### src/design/sdram_sched_pkg.sv
package sdram_sched_pkg;

  // --------------------------------------------------
  // Command encodings on the SDRAM command bus
  // --------------------------------------------------
  typedef enum logic [2:0] {
    NOOP = 3'b111,
    ACTV = 3'b011,                 // Row open
    READ = 3'b101,
    WRTE = 3'b100,
    PRCH = 3'b010,                 // Row close
    ARSR = 3'b001                  // Auto refresh
  } sdram_cmd_e;

  // --------------------------------------------------
  // Client word address layout
  // --------------------------------------------------
  localparam int ADDR_W = 26;
  localparam int ROW_W  = 14;      // Bits 25..12
  localparam int BANK_W = 3;       // Bits 11..9
  localparam int COL_W  = 9;       // Bits 8..0
  localparam int MASK_W = 4;

  typedef logic [ROW_W-1:0]        row_t;
  typedef logic [BANK_W-1:0]       bank_t;
  typedef logic [COL_W-1:0]        col_t;
  typedef logic [ROW_W+BANK_W-1:0] page_t;   // Row then bank
  typedef logic [MASK_W-1:0]       mask_t;
  typedef logic [ROW_W-1:0]        sdram_addr_t;

  localparam sdram_addr_t PRCH_ALL_ADDR = sdram_addr_t'(14'h0400);  // A10 high
  localparam sdram_addr_t ARSR_ADDR     = '0;

  // --------------------------------------------------
  // Minimum spacing after each command, in cycles
  // --------------------------------------------------
  localparam int GAP_CNT_W = 4;

  localparam logic [GAP_CNT_W-1:0] GAP_ACTV = GAP_CNT_W'(3);
  localparam logic [GAP_CNT_W-1:0] GAP_READ = GAP_CNT_W'(4);
  localparam logic [GAP_CNT_W-1:0] GAP_WRTE = GAP_CNT_W'(6);   // Covers write recovery
  localparam logic [GAP_CNT_W-1:0] GAP_PRCH = GAP_CNT_W'(3);
  localparam logic [GAP_CNT_W-1:0] GAP_ARSR = GAP_CNT_W'(8);

endpackage
### src/design/sdram_req_if.sv
interface sdram_req_if;

  import sdram_sched_pkg::*;

  logic  valid;
  logic  write;
  row_t  row;
  bank_t bank;
  col_t  col;
  mask_t mask;
  logic  from_bulk;                // Port that owns the request

  modport src (
    output valid, write, row, bank, col, mask, from_bulk
  );

  modport seq (
    input valid, write, row, bank
  );

  modport out (
    input row, bank, col, mask, from_bulk
  );

endinterface

### src/design/sdram_sched_top.sv
module sdram_sched_top (
  input  logic                               INPUT_CLK,
  input  logic                               RST,
  input  logic                               refresh_strobe,
  input  logic                               rand_req,
  input  logic                               rand_we,
  input  logic [sdram_sched_pkg::ADDR_W-1:0] rand_addr,
  input  sdram_sched_pkg::mask_t             rand_mask,
  input  logic                               bulk_req,
  input  logic                               bulk_we,
  input  logic [sdram_sched_pkg::ADDR_W-1:0] bulk_addr,
  input  sdram_sched_pkg::mask_t             bulk_mask,
  output sdram_sched_pkg::sdram_cmd_e        command,
  output sdram_sched_pkg::sdram_addr_t       address,
  output sdram_sched_pkg::bank_t             bank,
  output sdram_sched_pkg::mask_t             we_array,
  output logic                               grant_rand,
  output logic                               grant_bulk
);

  import sdram_sched_pkg::*;

  logic       issue;
  sdram_cmd_e issue_cmd;
  logic       ready;

  sdram_req_if req_bus ();         // Selected request

  request_select u_request_select (
    .INPUT_CLK  (INPUT_CLK),
    .RST        (RST),
    .rand_req   (rand_req),
    .rand_we    (rand_we),
    .rand_addr  (rand_addr),
    .rand_mask  (rand_mask),
    .bulk_req   (bulk_req),
    .bulk_we    (bulk_we),
    .bulk_addr  (bulk_addr),
    .bulk_mask  (bulk_mask),
    .grant_rand (grant_rand),
    .grant_bulk (grant_bulk),
    .req        (req_bus.src)
  );

  cmd_sequencer u_cmd_sequencer (
    .INPUT_CLK      (INPUT_CLK),
    .RST            (RST),
    .refresh_strobe (refresh_strobe),
    .ready          (ready),
    .req            (req_bus.seq),
    .issue          (issue),
    .issue_cmd      (issue_cmd)
  );

  cmd_timing_guard u_cmd_timing_guard (
    .INPUT_CLK (INPUT_CLK),
    .RST       (RST),
    .issue     (issue),
    .issue_cmd (issue_cmd),
    .ready     (ready)
  );

  cmd_output u_cmd_output (
    .INPUT_CLK  (INPUT_CLK),
    .RST        (RST),
    .issue      (issue),
    .issue_cmd  (issue_cmd),
    .req        (req_bus.out),
    .command    (command),
    .address    (address),
    .bank       (bank),
    .we_array   (we_array),
    .grant_rand (grant_rand),
    .grant_bulk (grant_bulk)
  );

endmodule

### src/design/cmd_output.sv
module cmd_output (
  input  logic                         INPUT_CLK,
  input  logic                         RST,
  input  logic                         issue,
  input  sdram_sched_pkg::sdram_cmd_e  issue_cmd,
  sdram_req_if.out                     req,
  output sdram_sched_pkg::sdram_cmd_e  command,
  output sdram_sched_pkg::sdram_addr_t address,
  output sdram_sched_pkg::bank_t       bank,
  output sdram_sched_pkg::mask_t       we_array,
  output logic                         grant_rand,
  output logic                         grant_bulk
);

  import sdram_sched_pkg::*;

  logic is_access;

  assign is_access = issue && ((issue_cmd == READ) || (issue_cmd == WRTE));

  always_ff @(posedge INPUT_CLK)
  begin
    if (RST)
    begin
      command    <= NOOP;
      grant_rand <= 1'b0;
      grant_bulk <= 1'b0;
    end
    else
    begin
      command    <= issue ? issue_cmd : NOOP;
      grant_rand <= is_access && !req.from_bulk;   // Same cycle as READ/WRTE
      grant_bulk <= is_access && req.from_bulk;
    end
  end

  // --------------------------------------------------
  // Address, bank and mask payload
  // --------------------------------------------------
  always_ff @(posedge INPUT_CLK)
  begin
    if (issue)
    begin
      case (issue_cmd)
        ACTV:
        begin
          address <= req.row;
          bank    <= req.bank;
        end
        READ, WRTE:
        begin
          address  <= sdram_addr_t'({req.col, 1'b0});   // Two words per burst
          bank     <= req.bank;
          we_array <= req.mask;
        end
        PRCH:
        begin
          address <= PRCH_ALL_ADDR;
          bank    <= '0;
        end
        default:
        begin
          address <= ARSR_ADDR;
          bank    <= '0;
        end
      endcase
    end
  end

  // One port per access, and each grant lasts one cycle
  a_grant_pulse : assert property (@(posedge INPUT_CLK) disable iff (RST)
    (grant_rand || grant_bulk) |-> !(grant_rand && grant_bulk) ##1
      !(grant_rand || grant_bulk));

endmodule

### src/design/cmd_timing_guard.sv
module cmd_timing_guard (
  input  logic                        INPUT_CLK,
  input  logic                        RST,
  input  logic                        issue,
  input  sdram_sched_pkg::sdram_cmd_e issue_cmd,
  output logic                        ready
);

  import sdram_sched_pkg::*;

  logic [GAP_CNT_W-1:0] gap;
  logic [GAP_CNT_W-1:0] cnt;

  always_comb
  begin
    case (issue_cmd)
      ACTV:    gap = GAP_ACTV;
      READ:    gap = GAP_READ;
      WRTE:    gap = GAP_WRTE;
      PRCH:    gap = GAP_PRCH;
      ARSR:    gap = GAP_ARSR;
      default: gap = GAP_CNT_W'(1);
    endcase
  end

  // Output lags the issue by one cycle, so load one less than the gap
  always_ff @(posedge INPUT_CLK)
  begin
    if (RST)
      cnt <= '0;
    else if (issue)
      cnt <= gap - GAP_CNT_W'(1);
    else if (cnt != '0)
      cnt <= cnt - GAP_CNT_W'(1);
  end

  assign ready = (cnt == '0);

endmodule

### src/design/cmd_sequencer.sv
module cmd_sequencer (
  input  logic                        INPUT_CLK,
  input  logic                        RST,
  input  logic                        refresh_strobe,
  input  logic                        ready,
  sdram_req_if.seq                    req,
  output logic                        issue,
  output sdram_sched_pkg::sdram_cmd_e issue_cmd
);

  import sdram_sched_pkg::*;

  logic  page_open;
  page_t open_page;
  logic  refresh_ack;
  logic  refresh_due;
  logic  page_hit;

  assign refresh_due = refresh_strobe != refresh_ack;   // Toggle not yet served
  assign page_hit    = page_open && ({req.row, req.bank} == open_page);

  // --------------------------------------------------
  // Next command choice
  // --------------------------------------------------
  always_comb
  begin
    issue     = 1'b0;
    issue_cmd = NOOP;
    if (ready)
    begin
      if (refresh_due)
      begin
        issue     = 1'b1;
        issue_cmd = page_open ? PRCH : ARSR;   // Close page before refresh
      end
      else if (req.valid)
      begin
        issue = 1'b1;
        if (page_hit)
          issue_cmd = req.write ? WRTE : READ;
        else if (page_open)
          issue_cmd = PRCH;                    // Wrong row or bank
        else
          issue_cmd = ACTV;
      end
    end
  end

  // --------------------------------------------------
  // Page and refresh bookkeeping
  // --------------------------------------------------
  always_ff @(posedge INPUT_CLK)
  begin
    if (RST)
    begin
      page_open   <= 1'b0;
      refresh_ack <= refresh_strobe;
    end
    else if (issue)
    begin
      case (issue_cmd)
        ACTV:    page_open   <= 1'b1;
        PRCH:    page_open   <= 1'b0;
        ARSR:    refresh_ack <= refresh_strobe;
        default: page_open   <= page_open;
      endcase
    end
  end

  always_ff @(posedge INPUT_CLK)
  begin
    if (issue && (issue_cmd == ACTV))
      open_page <= {req.row, req.bank};
  end

  // Guard holds off the next command right after an issue
  a_no_issue_in_gap : assert property (@(posedge INPUT_CLK) disable iff (RST)
    issue |=> (!ready && !issue));

endmodule

### src/design/request_select.sv
module request_select (
  input  logic                               INPUT_CLK,
  input  logic                               RST,
  input  logic                               rand_req,
  input  logic                               rand_we,
  input  logic [sdram_sched_pkg::ADDR_W-1:0] rand_addr,
  input  sdram_sched_pkg::mask_t             rand_mask,
  input  logic                               bulk_req,
  input  logic                               bulk_we,
  input  logic [sdram_sched_pkg::ADDR_W-1:0] bulk_addr,
  input  sdram_sched_pkg::mask_t             bulk_mask,
  input  logic                               grant_rand,
  input  logic                               grant_bulk,
  sdram_req_if.src                           req
);

  import sdram_sched_pkg::*;

  logic              rand_req_q;
  logic              rand_we_q;
  logic [ADDR_W-1:0] rand_addr_q;
  mask_t             rand_mask_q;
  logic              bulk_req_q;
  logic              bulk_we_q;
  logic [ADDR_W-1:0] bulk_addr_q;
  mask_t             bulk_mask_q;

  logic              own_grant;
  logic [ADDR_W-1:0] pick_addr;

  assign own_grant = req.from_bulk ? grant_bulk : grant_rand;
  assign pick_addr = bulk_req_q ? bulk_addr_q : rand_addr_q;   // Bulk wins

  // --------------------------------------------------
  // Port sampling and selection control
  // --------------------------------------------------
  always_ff @(posedge INPUT_CLK)
  begin
    if (RST)
    begin
      rand_req_q    <= 1'b0;
      bulk_req_q    <= 1'b0;
      req.valid     <= 1'b0;
      req.from_bulk <= 1'b0;
    end
    else
    begin
      // A granted port still shows its request for one more cycle
      rand_req_q <= rand_req && !grant_rand;
      bulk_req_q <= bulk_req && !grant_bulk;
      if (req.valid)
      begin
        if (own_grant)
          req.valid <= 1'b0;
      end
      else if (bulk_req_q || rand_req_q)
      begin
        req.valid     <= 1'b1;
        req.from_bulk <= bulk_req_q;
      end
    end
  end

  always_ff @(posedge INPUT_CLK)
  begin
    rand_we_q   <= rand_we;
    rand_addr_q <= rand_addr;
    rand_mask_q <= rand_mask;
    bulk_we_q   <= bulk_we;
    bulk_addr_q <= bulk_addr;
    bulk_mask_q <= bulk_mask;
    if (!req.valid)                // Frozen while served
    begin
      req.write <= bulk_req_q ? bulk_we_q : rand_we_q;
      req.mask  <= bulk_req_q ? bulk_mask_q : rand_mask_q;
      req.row   <= pick_addr[ADDR_W-1 -: ROW_W];
      req.bank  <= pick_addr[COL_W +: BANK_W];
      req.col   <= pick_addr[COL_W-1:0];
    end
  end

  // Any grant during a held request belongs to its own port
  a_valid_until_grant : assert property (@(posedge INPUT_CLK) disable iff (RST)
    (req.valid && (grant_rand || grant_bulk)) |-> own_grant);

endmodule

### config.mk
export PLATFORM = sky130hd
export DESIGN_NAME = sdram_sched_top
export DESIGN_NICKNAME = d
export VERILOG_FILES = /design/src/design/sdram_sched_pkg.sv /design/src/design/sdram_req_if.sv /design/src/design/sdram_sched_top.sv /design/src/design/cmd_output.sv /design/src/design/cmd_timing_guard.sv /design/src/design/cmd_sequencer.sv /design/src/design/request_select.sv
export SDC_FILE = /design/constraint.sdc
export NUM_CORES = 1
export LEC_CHECK = 0
export BUFFER_PORTS_ARGS = -buffer_cell sky130_fd_sc_hd__buf_2
export CELL_PAD_IN_SITES_DETAIL_PLACEMENT = 0
export CELL_PAD_IN_SITES_GLOBAL_PLACEMENT = 1
export CORE_UTILIZATION = 38
export DETAILED_ROUTE_END_ITERATION = 10
export PLACE_DENSITY_LB_ADDON = 0.12
export SLEW_MARGIN = 20
export SYNTH_ARGS = -nofsm -noshare
export SYNTH_HDL_FRONTEND = slang
export SYNTH_SLANG_ARGS = --single-unit
### constraint.sdc
create_clock -name INPUT_CLK -period 3.9 [get_ports INPUT_CLK]
set_clock_uncertainty 0.05 [all_clocks]
set_input_delay 0.39 -clock INPUT_CLK [delete_from_list [all_inputs] [get_ports INPUT_CLK]]
set_output_delay 0.39 -clock INPUT_CLK [all_outputs]
set_load 0.02 [all_outputs]
# Word level (Yosys, flattened, before mapping)

Index checks and enable logic that the tools add are counted.

Bits in registers: 146
Bits in latches: 0
Memory bits (writable): 0
ROM bits: 0
Bits of input ports: 67
Memories: 0

Add/subtract/negate cells: 2
Multiply operators: 0
Divide/modulo/power cells: 0
$lt $le $gt $ge: 0
Eq/ne operators: 7
Shift-type cells: 0
Mux-type cells: 25
Bitwise logic cells: 2
Reductions and logical operators: 26

Operators by type and width:

| kind                                                                   | count |
|---|---|
| 14-bit one-hot mux with 3 select lines                                 | 1 |
| 26-bit 2-to-1 mux                                                      | 1 |
| 17-bit equality test                                                   | 1 |
| 4-bit one-hot mux with 4 select lines                                  | 1 |
| 1-bit 2-to-1 mux                                                       | 13 |
| 3-bit 2-to-1 mux                                                       | 4 |
| 4-bit 2-to-1 mux                                                       | 3 |
| 2-bit AND reduction                                                    | 4 |
| 2-bit nonzero test                                                     | 4 |
| 4-bit by 1-bit subtractor with 4-bit output (second input constant)    | 2 |
| 1-bit logical AND                                                      | 7 |
| 3-bit by 2-bit equality test with 1-bit output (second input constant) | 2 |
| 3-bit equality test (second input constant)                            | 2 |
| 2-bit OR reduction                                                     | 3 |
| 4-bit logical NOT                                                      | 1 |
| 4-bit nonzero test                                                     | 1 |
| 3-bit by 1-bit equality test with 1-bit output (second input constant) | 1 |
| 1-bit logical NOT                                                      | 3 |
| 3-bit OR reduction                                                     | 1 |
| 1-bit logical OR                                                       | 2 |
| 2-bit 2-to-1 mux                                                       | 1 |
| 1-bit inverter                                                         | 2 |
| 1-bit one-hot mux with 2 select lines                                  | 1 |
| 1-bit != test                                                          | 1 |

# Longest topological paths before layout

Depth after elaboration: 11
Gate-level depth with buffers: 10
Depth with buffers taken out: 9

# Hierarchy

Synthesis repeated with hierarchy kept, for this count alone.

Cells, all modules: 302
Area total of the unflattened synthesis: 4978.5 µm²

By module, submodules not included:

| module           | times used | cells an instance | area each (µm²) |
|---|---|---|---|
| request_select   | 1          | 143               | 2837.7 |
| cmd_output       | 1          | 71                | 1008.5 |
| cmd_sequencer    | 1          | 63                | 907.1 |
| cmd_timing_guard | 1          | 25                | 225.2 |

# Worst setup path before layout

OpenSTA, ideal clock, no wires.

Kind: register -> register
Start: register u_request_select.req.valid
End: register u_cmd_timing_guard.cnt[2]
Library setup time: 0.072 ns
Arrival time: 2.299 ns
Data required time: 3.778 ns
Setup slack: 1.480 ns
Cell stages (with the launch flop): 10
Buffers on the path: 0
Period minus slack after synthesis: 2.420 ns
Path through: dfxtp_1 > inv_1 > nand2_1 > nand2_1 > inv_1 > nor2_1 > a211o_1 > ha_1 > nand2b_1 > mux2i_1

RTL lines:

| what                                                   | RTL line               | source |
|---|---|---|
| start: declaration                                     | sdram_req_if.sv:14     | `output valid, write, row, bank, col, mask, from_bulk` |
| start signal: assignment                               | request_select.sv:43   | `req.valid <= 1'b0;` |
| start signal: assignment                               | request_select.sv:54   | `req.valid <= 1'b0;` |
| start signal: assignment                               | request_select.sv:58   | `req.valid <= 1'b1;` |
| 1-bit 2-to-1 mux (*)                                   | cmd_sequencer.sv:36    | `else if (req.valid)` |
| 1-bit 2-to-1 mux (*)                                   | cmd_sequencer.sv:31    | `if (refresh_due)` |
| 1-bit 2-to-1 mux (*)                                   | cmd_sequencer.sv:29    | `if (ready)` |
| net issue                                              | sdram_sched_top.sv:23  | `logic issue;` |
| 4-bit 2-to-1 mux or 2-bit nonzero test (tied branches) | n/a                    |  |
| end signal: assignment                                 | cmd_timing_guard.sv:32 | `cnt <= gap - GAP_CNT_W'(1);` |
| end signal: assignment                                 | cmd_timing_guard.sv:34 | `cnt <= cnt - GAP_CNT_W'(1);` |
| end: declaration                                       | cmd_timing_guard.sv:12 | `logic [GAP_CNT_W-1:0] cnt;` |

The timed path passes the listed nets; every way through them passes the cells marked *.
A chain may end at the register's enable or synchronous reset.

# Worst setup path after layout

Ends and elaborated chain as after synthesis.

==> key figures <==
Final layout
  – Fin nets: 470
  – Layout cells sized above 1: 0.417
  – Area Growth Syn to Fin: 29.4%
  – Diodes inserted: 0

Critical path
  – Worst reg2reg setup slack: 1.27 ns
  – Reg-to-Reg End: u_cmd_timing_guard.cnt[2]$_SDFFE_PP0P_
  – Critical path fanouts, max: 36
  – CP most frequent cell: nand2_1
  – Critical Path, Cell by Cell: inv_2 > nand2_1 > nand2_1 > inv_1 > nor2_1 > a211o_1 > ha_1 > nand2b_1 > mux2i_1
  – R2r worst-path depth: 9
  – Worst Path Arrival: 2.92 ns
  – Startpoint Class: register
  – CP Capture Type: register
  – CP max stage delay: 0.62 ns
  – Worst R2R Start: u_request_select.req.valid$_SDFF_PP0_
  – Crit path required time: 4.20 ns
  – Slowest stage cell, crit path: inv_1
  – Kind of critical path: reg -> reg

Clock network
  – Max H-tree Level: 4
  – Bufs on Longest Clock Path: 2
  – Post-CTS setup buffer count: 0
  – Sink Count: 146
  – Clk slew on worst S/H paths: 0.06 ns
  – TritonCTS clock tree: yes
  – Root buffer cell: clkbuf_16
  – CTS buffer count: 17
  – Worst skew pair latency: 0.41 ns

Global route
  – Global-route usage over all layers: 0.141
  – Initial antenna violation count: 0
  – First-pass GRT wire length: 13200 um
  – Largest net degree at the start of global routing: 37
  – Vias in the first global route: 2634
  – GRT overflow: 0

Synth
  – Synth warn: 0
  – Syn Nets: 347
  – #FFs+latches synth: 146
  – Post-synth EDFFs: 70
  – Register area share after synthesis: 0.762
  – Mapped Cells: 279
  – Ys async rst share: 0
  – Cell Area, Synth: 4760 um2
  – Mean post-synth cell area: 17.1 um2
  – Primary FF master, synth: dfxtp_1
  – Netlist cell types: 44

Placement
  – Final GP Congestion: 0.741
  – DP HPWL: 5020 um
  – PortBufs: 92

Route
  – Via density: 4.45
  – DRC viols: 0
  – DRT antenna net count: 0
  – Post-DR wirelength/cell: 13.8 um
  – Via Count: 2596
  – Initial drt markers: 94
  – Drt pass-1 iters: 4
  – Drt total wl: 8030 um

Power
  – Tot Pwr: 0.00391 W
  – Leak Pwr: 2.44 nW
  – P per Cell Area: 636 nW/um2
  – Max VDD drop: 0.000333 V

STA
  – Final min period: 2.63 ns
  – Fin. Hold Viols: 0
  – Final setup viols: 0
  – Max_slew headroom: 0.460
  – Final worst path period share: 0.674
  – Setup total negative slack: 0 ns
  – Slew @ Worst Pin: 0.809 ns
  – Fmax: 380 MHz
  – Slew Viols, Final: 0
  – RSZ-0062 raised after global routing: false

Floorplanning
  – Core Region: 12100 um2
  – Die Ht: 114 um
  – Std-Cell Rows: 40
  – Die footprint: 13000 um2
  – Die width: 114 um
  – Ports: 93
  – Initial Util: 0.393

Hold path
  – Hold Crit Start: rand_mask[3]
  – Hold Crit Endpoint: u_request_select.rand_mask_q[3]$_DFF_P_
  – Min-delay worst type: in -> reg
  – Hold path cells: 1

Outcome
  – Status: finished, final reports clean

Run
  – Max-Cap Viols: 0
power breakdown:
| group | switching [W] | internal [W] |
|---|---|---|
| logic | 0.000282 | 0.000198 |
| registers | 0.0000850 | 0.00181 |
| clock network | 0.000587 | 0.000951 |
how the worst max path moves through the flow:
stage                                                      from                                endpoint  slack (ns)  cells past startpoint
after floorplan           u_request_select.req.valid$_SDFF_PP0_  u_cmd_timing_guard.cnt[2]$_SDFFE_PP0P_        1.48                      9
after global placement    u_request_select.req.valid$_SDFF_PP0_  u_cmd_timing_guard.cnt[2]$_SDFFE_PP0P_        1.33                      9
after detailed placement  u_request_select.req.valid$_SDFF_PP0_  u_cmd_timing_guard.cnt[2]$_SDFFE_PP0P_        1.20                      9
after CTS                 u_request_select.req.valid$_SDFF_PP0_  u_cmd_timing_guard.cnt[2]$_SDFFE_PP0P_        1.20                      9
after global routing      u_request_select.req.valid$_SDFF_PP0_  u_cmd_timing_guard.cnt[2]$_SDFFE_PP0P_        0.92                      9
final                     u_request_select.req.valid$_SDFF_PP0_  u_cmd_timing_guard.cnt[2]$_SDFFE_PP0P_        1.27                      9
per-stage QoR:
stage	hold slack [ns]	area (um2)	utilization	setup slack (ns)	cells
detailed placement	0.358	5390	0.445	1.20	532
CTS	0.000302	6160	0.508	1.20	583
global placement	0.353	5390	0.445	1.33	532
global route	0.00135	6160	0.508	0.918	583
finish	0.0246	6160	0.508	1.27	583
floorplan	0.350	4760	-	1.48	279
critical path: cells and delay by family (launching register included):
family,cells,cell delay [ns]
buffers and inverters,2,0.95
multiplexers,1,0.11
AO/OA/AOI/OAI,1,0.30
flip-flops,1,0.40
adder cells (fa/ha/maj),1,0.21
AND/OR/NAND/NOR,4,0.55
layer usage:
metal	vias up	GRT usage	routed length, um
met5	-	0	0
met1	1237	0.162	3430
met3	14	0.0600	423
li1	1269	-	-
met4	0	0.0727	163
met2	76	0.224	4010
logic make-up after synthesis:
family / Yosys count / synth area share
muxes: 34 / 0.0797
DFF: 146 / 0.762
AOI/OAI and AO/OA: 26 / 0.0450
buffers and inverters: 12 / 0.0147
and+or+nand+nor: 42 / 0.0618
xor gates and xnor gates: 18 / 0.0347
adders and majority gates: 1 / 0.00263
cell type report:
cell class	instances	area (um2)
fill	1073	5950
sequential	146	3620
multi-input combinational	121	1060
timing repair buffer	113	666
clock buffer	24	534
tap	168	210
clock inverter	8	46.3
inverter	3	11.3
state kept, by name, summed over array words and instances (netlist names), 4 cells and up:
| signal | cells |
|---|---|
| u_cmd_timing_guard.cnt | 4 |
| u_request_select.req.col | 9 |
| u_cmd_sequencer.open_page | 17 |
| u_request_select.rand_mask_q | 4 |
| u_request_select.rand_addr_q | 26 |
| u_request_select.req.mask | 4 |
| u_request_select.req.row | 14 |
| u_request_select.bulk_addr_q | 26 |
| u_cmd_output.address | 14 |
| u_request_select.bulk_mask_q | 4 |
| u_cmd_output.we_array | 4 |
placed cells by master (no fill, tap or decap), types with 2 or more instances in the layout:
master         count
a21oi_1            3
a22o_1             3
a22o_2             6
a311oi_1           2
and2_1             5
and3b_1            2
buf_2             92
buf_4              2
clkbuf_16         19
clkbuf_8           4
clkinv_2           6
dfxtp_1           75
dlygate4sd3_1     19
edfxtp_1          70
inv_1              2
mux2_2            31
mux2i_1            3
nand2_1            6
nand2b_1           3
nand4_1            3
nor2_1             7
nor3_1             3
nor3b_1            3
nor4_4             2
o21a_1             3
xnor2_1           14
xor2_1             3
what timing repair did:
item | CTS | global route
resized for setup | 0 | 0
hold buffers | 19 | 0
endpoints found under the hold margin | 19 | 0
endpoints found under the setup margin | 0 | 0
synthesized netlist by cell type, types with 5 or more instances:
| cell | count | area (um2) |
|---|---|---|
| mux2_2 | 31 | 349 |
| clkbuf_1 | 6 | 22.5 |
| nand2_1 | 6 | 22.5 |
| xnor2_1 | 14 | 123 |
| and2_1 | 5 | 31.3 |
| nor2_1 | 7 | 26.3 |
| edfxtp_1 | 70 | 2100 |
| a22o_2 | 6 | 60.1 |
| dfxtp_1 | 76 | 1520 |
Note: power is estimated with default switching activity, not from simulation.
